**src/include/serial_fpga_consts.svh**
```systemverilog
// Serial bridge constants for bus widths, bank and register counts, and the serial bit period
`ifndef SERIAL_FPGA_CONSTS_SVH
`define SERIAL_FPGA_CONSTS_SVH

// HBA data bus, one byte wide
`define HBA_DBUS_WIDTH 8

// Peripheral index selects one of the banks
`define HBA_PERIPH_ADDR_WIDTH 2

// Register index inside a bank
`define HBA_REG_ADDR_WIDTH 4

// Full bus address, peripheral index on top
`define HBA_ADDR_WIDTH (`HBA_PERIPH_ADDR_WIDTH + `HBA_REG_ADDR_WIDTH)

`define HBA_NUM_PERIPH 4                      // Banks on the bus

`define HBA_NUM_REGS (1 << `HBA_REG_ADDR_WIDTH) // Byte registers per bank

// Clocks per serial bit, shared with the host model
`define SERIAL_CLKS_PER_BIT 8

`endif
```
**src/design/hba_pkg.sv**
```systemverilog
// HBA bus package with the shared data, address and parser state types
`include "serial_fpga_consts.svh"

package hba_pkg;

   // One word on the read or write data bus
   typedef logic [`HBA_DBUS_WIDTH-1:0] hba_data_t;

   // Full address, peripheral index in the upper bits
   typedef logic [`HBA_ADDR_WIDTH-1:0] hba_addr_t;

   typedef logic [`HBA_PERIPH_ADDR_WIDTH-1:0] hba_periph_t; // Bank select
   typedef logic [`HBA_REG_ADDR_WIDTH-1:0]    hba_reg_t;    // Register within a bank

   // Command parser states of the bridge
   typedef enum logic [2:0] {
      IDLE,        // Ready for a command byte, rts high
      GET_ADDR,    // Waiting for the register address byte
      WRITE_DATA,  // Waiting for the next write data byte
      BUS_XFER,    // One bus transfer in flight
      SEND_DATA,   // Read byte ready, waiting on cts and the transmitter
      SEND_WAIT    // Read byte on the line
   } bridge_state_t;

endpackage

```
**src/design/serial_fpga.sv**
```systemverilog
// Serial to HBA bridge top level with UART, command parser, bus master and register banks
`include "serial_fpga_consts.svh"

module serial_fpga (
   input  logic hba_clk,
   input  logic hba_reset,
   input  logic rxd,
   input  logic cts,
   output logic txd,
   output logic rts
);
   import hba_pkg::*;

   hba_data_t rx_data, tx_data;
   logic      rx_valid, tx_start, tx_busy;
   hba_addr_t app_addr;                      // Bridge to master
   hba_data_t app_data_in, app_data_out;
   logic      app_rnw, app_strobe, app_valid;
   logic      master_request, hba_mgrant;
   hba_addr_t master_abus;                   // Shared bus, master side
   hba_data_t master_dbus;
   logic      master_rnw, master_select;
   hba_data_t [`HBA_NUM_PERIPH-1:0] bank_dbus;
   logic [`HBA_NUM_PERIPH-1:0]      bank_xferack;
   hba_data_t hba_dbus;                      // Combined return bus
   logic      hba_xferack;

   serial_uart i_serial_uart (
      .hba_clk, .hba_reset, .rxd, .txd, .tx_data, .tx_start, .tx_busy, .rx_data, .rx_valid
   );

   serial_bridge i_serial_bridge (
      .hba_clk, .hba_reset, .rx_data, .rx_valid, .tx_data, .tx_start, .tx_busy, .cts, .rts,
      .app_addr, .app_data_in, .app_rnw, .app_strobe, .app_data_out, .app_valid,
      .master_request, .hba_mgrant
   );

   hba_master i_hba_master (
      .hba_clk, .hba_reset, .app_addr, .app_data_in, .app_rnw, .app_strobe, .app_data_out,
      .app_valid, .hba_mgrant, .hba_xferack, .hba_dbus, .master_request, .master_abus,
      .master_rnw, .master_select, .master_dbus
   );

   for (genvar g = 0; g < `HBA_NUM_PERIPH; g++) begin : g_bank
      hba_reg_bank #(.PERIPH_INDEX(hba_periph_t'(g))) i_hba_reg_bank (
         .hba_clk, .hba_reset, .master_abus, .master_rnw, .master_select, .master_dbus,
         .bank_dbus(bank_dbus[g]),
         .bank_xferack(bank_xferack[g])
      );
   end

   hba_read_combiner i_hba_read_combiner (
      .bank_dbus, .bank_xferack, .hba_dbus, .hba_xferack
   );

endmodule

```
**src/design/serial_bridge.sv**
```systemverilog
// Command parser that turns host serial commands into HBA bus transfers and sends read data back
`include "serial_fpga_consts.svh"

module serial_bridge (
   input  logic               hba_clk,
   input  logic               hba_reset,
   input  hba_pkg::hba_data_t rx_data,
   input  logic               rx_valid,
   output hba_pkg::hba_data_t tx_data,
   output logic               tx_start,
   input  logic               tx_busy,
   input  logic               cts,            // Low holds back transmission
   output logic               rts,            // High only while idle
   output hba_pkg::hba_addr_t app_addr,
   output hba_pkg::hba_data_t app_data_in,
   output logic               app_rnw,
   output logic               app_strobe,
   input  hba_pkg::hba_data_t app_data_out,
   input  logic               app_valid,
   input  logic               master_request,
   output logic               hba_mgrant
);
   import hba_pkg::*;

   bridge_state_t state;
   logic          cmd_rnw;     // Read flag of the current command
   hba_periph_t   periph;      // Target bank
   hba_reg_t      reg_idx;     // Current register, wraps in the bank
   logic [2:0]    remaining;   // Bytes left after the current one

   // Single master, so the grant just follows the request a cycle later
   always_ff @(posedge hba_clk) begin
      if (hba_reset) hba_mgrant <= 1'b0;
      else hba_mgrant <= master_request;
   end

   always_ff @(posedge hba_clk) begin
      if (hba_reset) begin
         state      <= IDLE;
         rts        <= 1'b0;
         tx_start   <= 1'b0;
         app_strobe <= 1'b0;
         cmd_rnw    <= 1'b0;
         periph     <= '0;
         reg_idx    <= '0;
         remaining  <= '0;
      end else begin
         tx_start   <= 1'b0;
         app_strobe <= 1'b0;
         rts        <= 1'b0;
         case (state)
            IDLE: begin
               rts <= !rx_valid;   // Drop at once when a command byte lands
               if (rx_valid) begin
                  cmd_rnw   <= rx_data[0];
                  remaining <= rx_data[3:1];   // Count minus one
                  periph    <= rx_data[5:4];   // Bits 7:6 ignored
                  state     <= GET_ADDR;
               end
            end
            GET_ADDR: if (rx_valid) begin
               reg_idx <= rx_data[`HBA_REG_ADDR_WIDTH-1:0];   // Upper nibble ignored
               if (cmd_rnw) begin   // Reads go straight to the bus
                  app_addr   <= {periph, rx_data[`HBA_REG_ADDR_WIDTH-1:0]};
                  app_rnw    <= 1'b1;
                  app_strobe <= 1'b1;
                  state      <= BUS_XFER;
               end else state <= WRITE_DATA;
            end
            WRITE_DATA: if (rx_valid) begin
               app_addr    <= {periph, reg_idx};
               app_data_in <= rx_data;
               app_rnw     <= 1'b0;
               app_strobe  <= 1'b1;
               state       <= BUS_XFER;
            end
            BUS_XFER: if (app_valid) begin
               reg_idx <= reg_idx + 1'b1;   // Wraps within 16 registers
               if (cmd_rnw) begin
                  tx_data <= app_data_out;
                  state   <= SEND_DATA;
               end else if (remaining == 0) begin
                  rts   <= 1'b1;
                  state <= IDLE;
               end else begin
                  remaining <= remaining - 3'd1;
                  state     <= WRITE_DATA;
               end
            end
            SEND_DATA: if (cts && !tx_busy) begin   // Stalls here while cts low
               tx_start <= 1'b1;
               state    <= SEND_WAIT;
            end
            SEND_WAIT: if (!tx_start && !tx_busy) begin   // Busy rises a cycle after start
               if (remaining == 0) begin
                  rts   <= 1'b1;
                  state <= IDLE;
               end else begin
                  remaining  <= remaining - 3'd1;
                  app_addr   <= {periph, reg_idx};
                  app_rnw    <= 1'b1;
                  app_strobe <= 1'b1;
                  state      <= BUS_XFER;
               end
            end
            default: state <= IDLE;
         endcase
      end
   end

   // The master answers only a transfer in flight, never in the strobe cycle
   a_valid_in_xfer: assert property (@(posedge hba_clk) disable iff (hba_reset)
      app_valid |-> (state == BUS_XFER && !app_strobe));

endmodule

```
**src/design/hba_read_combiner.sv**
```systemverilog
// OR combiner that merges bank read data and acks onto the shared HBA return bus
`include "serial_fpga_consts.svh"

module hba_read_combiner (
   input  hba_pkg::hba_data_t [`HBA_NUM_PERIPH-1:0] bank_dbus,
   input  logic [`HBA_NUM_PERIPH-1:0]               bank_xferack,
   output hba_pkg::hba_data_t                       hba_dbus,
   output logic                                     hba_xferack
);
   import hba_pkg::*;

   always_comb begin
      hba_data_t acc;   // Idle banks drive zero, so OR is enough
      acc = '0;
      for (int i = 0; i < `HBA_NUM_PERIPH; i++) acc |= bank_dbus[i];
      hba_dbus    = acc;
      hba_xferack = |bank_xferack;
      // Decoding keeps the banks exclusive
      a_one_ack: assert ($isunknown(bank_xferack) || $onehot0(bank_xferack));
   end

endmodule

```
**src/design/hba_reg_bank.sv**
```systemverilog
// HBA register-bank peripheral, 16 byte registers answering one peripheral index
`include "serial_fpga_consts.svh"

module hba_reg_bank #(
   parameter hba_pkg::hba_periph_t PERIPH_INDEX = '0
) (
   input  logic               hba_clk,
   input  logic               hba_reset,
   input  hba_pkg::hba_addr_t master_abus,
   input  logic               master_rnw,
   input  logic               master_select,
   input  hba_pkg::hba_data_t master_dbus,
   output hba_pkg::hba_data_t bank_dbus,     // Read data, zero outside the ack cycle
   output logic               bank_xferack
);
   import hba_pkg::*;

   hba_data_t   regs [`HBA_NUM_REGS];
   hba_periph_t sel_periph;
   hba_reg_t    sel_reg;
   logic        hit;
   logic        done;   // Acked this select already

   assign sel_periph = master_abus[`HBA_ADDR_WIDTH-1 -: `HBA_PERIPH_ADDR_WIDTH];
   assign sel_reg    = master_abus[`HBA_REG_ADDR_WIDTH-1:0];
   assign hit        = master_select && (sel_periph == PERIPH_INDEX) && !done;

   always_ff @(posedge hba_clk) begin
      if (hba_reset) begin
         for (int i = 0; i < `HBA_NUM_REGS; i++) regs[i] <= '0;
         bank_dbus    <= '0;
         bank_xferack <= 1'b0;
         done         <= 1'b0;
      end else begin
         bank_xferack <= hit;   // Single ack cycle per select
         bank_dbus    <= (hit && master_rnw) ? regs[sel_reg] : '0;
         if (hit && !master_rnw) regs[sel_reg] <= master_dbus;
         if (!master_select) done <= 1'b0;   // Rearm when select drops
         else if (hit) done <= 1'b1;
      end
   end

endmodule

```
**src/design/hba_master.sv**
```systemverilog
// HBA bus master running one request, grant, select and ack transfer per application strobe
module hba_master (
   input  logic               hba_clk,
   input  logic               hba_reset,
   input  hba_pkg::hba_addr_t app_addr,
   input  hba_pkg::hba_data_t app_data_in,
   input  logic               app_rnw,
   input  logic               app_strobe,
   output hba_pkg::hba_data_t app_data_out,
   output logic               app_valid,
   input  logic               hba_mgrant,
   input  logic               hba_xferack,
   input  hba_pkg::hba_data_t hba_dbus,
   output logic               master_request,
   output hba_pkg::hba_addr_t master_abus,    // Zero while not selected
   output logic               master_rnw,
   output logic               master_select,
   output hba_pkg::hba_data_t master_dbus     // Write data, zero while not selected
);
   import hba_pkg::*;

   typedef enum logic [1:0] {M_IDLE, M_REQ, M_XFER} master_state_t;

   master_state_t m_state;
   hba_addr_t     addr_q;    // Transfer held from the strobe
   hba_data_t     data_q;
   logic          rnw_q;

   always_ff @(posedge hba_clk) begin
      if (hba_reset) begin
         m_state        <= M_IDLE;
         master_request <= 1'b0;
         master_select  <= 1'b0;
         master_abus    <= '0;
         master_dbus    <= '0;
         master_rnw     <= 1'b1;
         app_valid      <= 1'b0;
      end else begin
         app_valid <= 1'b0;
         case (m_state)
            M_IDLE: if (app_strobe) begin
               addr_q         <= app_addr;
               data_q         <= app_data_in;
               rnw_q          <= app_rnw;
               master_request <= 1'b1;
               m_state        <= M_REQ;
            end
            M_REQ: if (hba_mgrant) begin   // Drive the bus once granted
               master_select <= 1'b1;
               master_abus   <= addr_q;
               master_rnw    <= rnw_q;
               master_dbus   <= rnw_q ? '0 : data_q;
               m_state       <= M_XFER;
            end
            M_XFER: if (hba_xferack) begin
               app_data_out   <= hba_dbus;   // Only meaningful on a read
               app_valid      <= 1'b1;
               master_request <= 1'b0;
               master_select  <= 1'b0;
               master_abus    <= '0;
               master_dbus    <= '0;
               m_state        <= M_IDLE;
            end
            default: m_state <= M_IDLE;
         endcase
      end
   end

   // A strobe that arrives mid-transfer would be lost
   a_strobe_when_idle: assert property (@(posedge hba_clk) disable iff (hba_reset)
      app_strobe |-> m_state == M_IDLE);

endmodule

```
**src/design/serial_uart.sv**
```systemverilog
// Serial byte receiver and transmitter, 8N1, with a fixed bit-period divider
`include "serial_fpga_consts.svh"

module serial_uart (
   input  logic               hba_clk,
   input  logic               hba_reset,
   input  logic               rxd,
   output logic               txd,
   input  hba_pkg::hba_data_t tx_data,
   input  logic               tx_start,   // One-cycle pulse, only while idle
   output logic               tx_busy,
   output hba_pkg::hba_data_t rx_data,
   output logic               rx_valid    // One-cycle pulse per byte
);
   localparam int CPB   = `SERIAL_CLKS_PER_BIT;
   localparam int CNT_W = $clog2(CPB) + 1;
   localparam logic [CNT_W-1:0] HALF_BIT = CNT_W'(CPB / 2 - 1); // Start edge to mid-bit
   localparam logic [CNT_W-1:0] FULL_BIT = CNT_W'(CPB - 1);
   localparam logic [1:0] RX_IDLE = 2'd0, RX_START = 2'd1, RX_DATA = 2'd2, RX_STOP = 2'd3;

   logic [1:0]       rx_sync;    // Metastability stages, idle high
   logic [1:0]       rx_state;
   logic [CNT_W-1:0] rx_cnt;
   logic [2:0]       rx_bit;
   logic [7:0]       rx_shift;
   logic [CNT_W-1:0] tx_cnt;
   logic [3:0]       tx_bits;    // Bit periods left after this one
   logic [9:0]       tx_shift;   // Stop, data, start; LSB is on the line

   assign txd = tx_shift[0];

   always_ff @(posedge hba_clk) begin
      if (hba_reset) begin
         rx_sync  <= 2'b11;
         rx_state <= RX_IDLE;
         rx_cnt   <= '0;
         rx_bit   <= '0;
         rx_valid <= 1'b0;
      end else begin
         rx_sync  <= {rx_sync[0], rxd};
         rx_valid <= 1'b0;
         case (rx_state)
            RX_IDLE: if (!rx_sync[1]) begin  // Falling edge, maybe a start bit
               rx_cnt   <= HALF_BIT;
               rx_state <= RX_START;
            end
            RX_START: if (rx_cnt == 0) begin
               rx_cnt   <= FULL_BIT;
               rx_bit   <= '0;
               rx_state <= rx_sync[1] ? RX_IDLE : RX_DATA;  // High again means a glitch
            end else rx_cnt <= rx_cnt - 1'b1;
            RX_DATA: if (rx_cnt == 0) begin
               rx_shift <= {rx_sync[1], rx_shift[7:1]};    // LSB arrives first
               rx_cnt   <= FULL_BIT;
               rx_bit   <= rx_bit + 1'b1;
               if (rx_bit == 3'd7) rx_state <= RX_STOP;
            end else rx_cnt <= rx_cnt - 1'b1;
            default: if (rx_cnt == 0) begin                // Mid stop bit
               rx_valid <= rx_sync[1];                    // Framing error drops the byte
               rx_data  <= rx_shift;
               rx_state <= RX_IDLE;
            end else rx_cnt <= rx_cnt - 1'b1;
         endcase
      end
   end

   always_ff @(posedge hba_clk) begin
      if (hba_reset) begin
         tx_shift <= '1;   // Line idles high
         tx_busy  <= 1'b0;
         tx_cnt   <= '0;
         tx_bits  <= '0;
      end else if (!tx_busy) begin
         if (tx_start) begin
            tx_shift <= {1'b1, tx_data, 1'b0};
            tx_busy  <= 1'b1;
            tx_cnt   <= FULL_BIT;
            tx_bits  <= 4'd9;
         end
      end else if (tx_cnt == 0) begin
         tx_shift <= {1'b1, tx_shift[9:1]};
         tx_cnt   <= FULL_BIT;
         if (tx_bits == 0) tx_busy <= 1'b0;   // Stop bit done
         else tx_bits <= tx_bits - 1'b1;
      end else tx_cnt <= tx_cnt - 1'b1;
   end

   // The bridge must never start a byte on top of one in progress
   a_no_start_when_busy: assert property (@(posedge hba_clk) disable iff (hba_reset)
      !(tx_start && tx_busy));

endmodule

```
**config.mk**
```make
export PLATFORM = sky130hd
export DESIGN_NAME = serial_fpga
export DESIGN_NICKNAME = d
export VERILOG_FILES = /design/src/design/hba_pkg.sv /design/src/design/serial_fpga.sv /design/src/design/serial_bridge.sv /design/src/design/hba_read_combiner.sv /design/src/design/hba_reg_bank.sv /design/src/design/hba_master.sv /design/src/design/serial_uart.sv
export VERILOG_INCLUDE_DIRS = /design/src /design/src/include
export SDC_FILE = /design/constraint.sdc
export NUM_CORES = 1
export LEC_CHECK = 0
export ABC_AREA = 1
export BUFFER_PORTS_ARGS = -buffer_cell sky130_fd_sc_hd__clkbuf_2
export CORE_AREA = 10 10 278 280
export CTS_CLUSTER_SIZE = 16
export DETAILED_ROUTE_END_ITERATION = 8
export DIE_AREA = 0 0 288 290
export PLACE_DENSITY = 0.64
export SYNTH_ARGS = -nofsm -noshare
export SYNTH_HDL_FRONTEND = slang
export SYNTH_SLANG_ARGS = --single-unit
```
**constraint.sdc**
```tcl
create_clock -name hba_clk -period 2.8 [get_ports hba_clk]
set_input_delay 0.14 -clock hba_clk [delete_from_list [all_inputs] [get_ports hba_clk]]
set_output_delay 0.14 -clock hba_clk [all_outputs]
set_load 0.1 [all_outputs]
```
==> results.md <==
- Final #Nets: 2900
- Post-Route WL: 76.7 mm
- Via count: 21100
- TritonCTS clock tree: built
- WS Path Type: reg -> reg
- Post-synth EDFFs: 574
- Largest net degree at the start of global routing: 173
- DR DRC count: 0
- Initial DRC Count: 2478
- Final clock skew: 0.0301 ns
- Global placement routability congestion: 0.853
- Clock Latency Late Sink: 0.62 ns
- Max H-tree Level: 3
- First-pass GRT wire length: 118 mm
- Crit. End Element: flip-flop
- Area growth syn-to-layout: 12.4%
- Netlist Area Pre-Place: 29000 um^2
- Max Fclk: 409 MHz
- Critical Path RT: 3.08 ns
- Final Util: 45.7%
- Num rows: 98
- Yosys top cell by area: edfxtp_1
- Die width: 288 um
- Post-CTS setup buffer count: 0
- HPWL Detailed: 46.3 mm
- Number of antenna violations at the first check in global routing: 0
- Worst hold path class: in -> reg
- Post-synthesis sequential area ratio: 66.7%
- Largest cells by area after synthesis: edfxtp_1, nand2_1, nor2_1, dfxtp_1, nand3_1
- FF+latch count, synth: 681
- Dpl cell area: 30100 um^2
- Port Buffers: 5
- Clock sinks: 681
- Largest Register: g_bank.i_hba_reg_bank.regs
- R2r worst-path depth: 6
- Yosys top cell area share: 59.4%
- Syn Inst Count: 2931
- Pwr per Cell Area: 705 nW/um^2
- # IOs: 6
- Vias per cell: 5.42
- Slew HR: 22.1%
- Min Tclk post-route: 2.44 ns
- Peak VDD IR: 522 uV
- Net Count, Synth: 2949
- Setup violators final: 0
- Setup Total Neg Slack: 0 ns
- Placed cell count: 3755
- Largest register FFs: 512
- Tot GR Track Use: 18.0%
- Worst hold slack: 0.0453 ns
- Most common cell in the netlist: nand2_1
- Post-synth top cells: nand2_1, nor2_1, edfxtp_1
- Synth Flop Type: edfxtp_1
- Final ANT Viol Nets: 0
- Largest registers: g_bank.i_hba_reg_bank.regs: 512 flops, g_bank.i_hba_reg_bank.bank_dbus: 32 flops, i_serial_uart.tx_shift: 9 flops
- Ratio of cells with drive above 1 in the final layout: 6.91%
- Tightest Pin Transition: 1.17 ns
- Core ar.: 71400 um^2
- Slew Viols, Final: 0
- Hold path depth: 2
- Clock slew at reported path FFs: 0.06 ns
- Routed WL per cell: 19.7 um
- # resized after CTS: 0
- Grt total ovfl: 0
- Design area: 32600 um^2
- Vias in the first global route: 20000
- Diode count: 0
- Syn. warnings: 0
- Root buffer cell: clkbuf_16
- Lkg Pwr: 11.6 nW
- Initial core utilization: 40.7%
- Hold Buf Count CTS: 2
- RSZ-0062 raised after global routing: no
- Worst Path Max Fanout: 9
- Count of final hold-check violations: 0
- Crit share post-route: 87.3%
- Num CTS Buffers: 73
- TritonRoute pass-1 iters: 5
- Die ar.: 83500 um^2
- Status: finished, final reports clean
- Die H: 290 um
- Synth unique cells: 30
- CTS max path bufs: 3
- Startpoint types: flip-flop
- Finished Layout Cells: 3888
- CP arrival: 2.72 ns
- Fraction of registers with async set/reset: 0%
- Reported max-cap violation count: 0
- Synth Area per Inst: 9.91 um^2
-- kinds of logic after synthesis --
kind of cell             after synthesis  synth area share, %
adder cells (fa/ha/maj)               14                0.603
buffers and inverters                259                 3.43
AND/OR/NAND/NOR                     1873                 27.2
AO/OA/AOI/OAI                         99                 1.88
flip-flops                           681                 66.7
XOR/XNOR                               5                0.151
-- power by group --
group	switching (mW)	internal (mW)	total [mW]
Sequential	0.192	11.3	11.5
Combinational	1.02	0.424	1.44
Clock	4.05	5.97	10.0
-- placed cells by master, fill, tap and decap left out, types with 2 or more instances in the layout --
| master | instances |
|---|---|
| nor2_2 | 2 |
| xor2_1 | 4 |
| clkinv_4 | 2 |
| dfxtp_4 | 2 |
| clkinv_8 | 3 |
| inv_4 | 2 |
| o21a_1 | 2 |
| nor2_1 | 654 |
| clkbuf_8 | 4 |
| buf_4 | 40 |
| clkbuf_16 | 75 |
| nand4_1 | 101 |
| inv_1 | 60 |
| edfxtp_1 | 574 |
| clkbuf_1 | 12 |
| clkinv_2 | 9 |
| bufinv_16 | 10 |
| nor3_2 | 2 |
| o31ai_1 | 6 |
| o211ai_1 | 8 |
| or2_2 | 12 |
| dfxtp_1 | 105 |
| a21oi_1 | 42 |
| nand2_1 | 683 |
| inv_6 | 2 |
| clkbuf_2 | 5 |
| clkinvlp_4 | 4 |
| o22ai_1 | 2 |
| dlygate4sd3_1 | 2 |
| nand3_1 | 397 |
| clkinv_1 | 10 |
| or4_1 | 8 |
| nor3_1 | 9 |
| ha_1 | 14 |
| inv_2 | 12 |
| buf_12 | 13 |
| o21ai_0 | 37 |
| nor4_4 | 2 |
-- layer usage --
metal	share of wire, %	vias up	GRT usage [%]
met3	7.9	137	2.97
met2	47	880	28.3
li1	-	9889	-
met1	43	10200	24.9
met4	2.8	0	6.35
met5	0	-	0
-- metrics by stage --
stage | total power, mW | setup slack (ns)
3_5_place_dp | 13.2 | 0.377
2_1_floorplan | 12.8 | 0.987
4_1_cts | 23.1 | 0.371
3_3_place_gp | 13.2 | 0.394
6_report | 23.0 | 0.357
5_1_grt | 23.8 | 0.237
-- cell type report --
cell class | count | area, um^2
sequential | 681 | 19400
tap | 950 | 1190
inverter | 75 | 292
timing repair buffer | 60 | 606
fill | 6666 | 38700
multi-input combinational | 1991 | 8680
clock buffer | 91 | 1980
clock inverter | 40 | 518
-- path summary, 6_finish.rpt --
check | end | slack [ns] | start
max reg2reg | g_bank[1].i_hba_reg_bank.regs[4][1] | 0.36 | i_hba_master.master_abus[2]
max | g_bank[1].i_hba_reg_bank.regs[4][1] | 0.36 | i_hba_master.master_abus[2]
min | g_bank[1].i_hba_reg_bank.bank_xferack | 0.05 | hba_reset
min reg2reg | i_serial_bridge.tx_data[2] | 0.42 | i_hba_master.app_data_out[2]
-- critical path: stages, from the launching register on --
cell and delay (ns):
dfxtp_1 0.37, inv_2 0.07, nor2_2 0.13, inv_2 0.07
nor2_1 0.63, nand2_1 0.42, nand2_1 0.40
(Power assumes the default switching activity.)
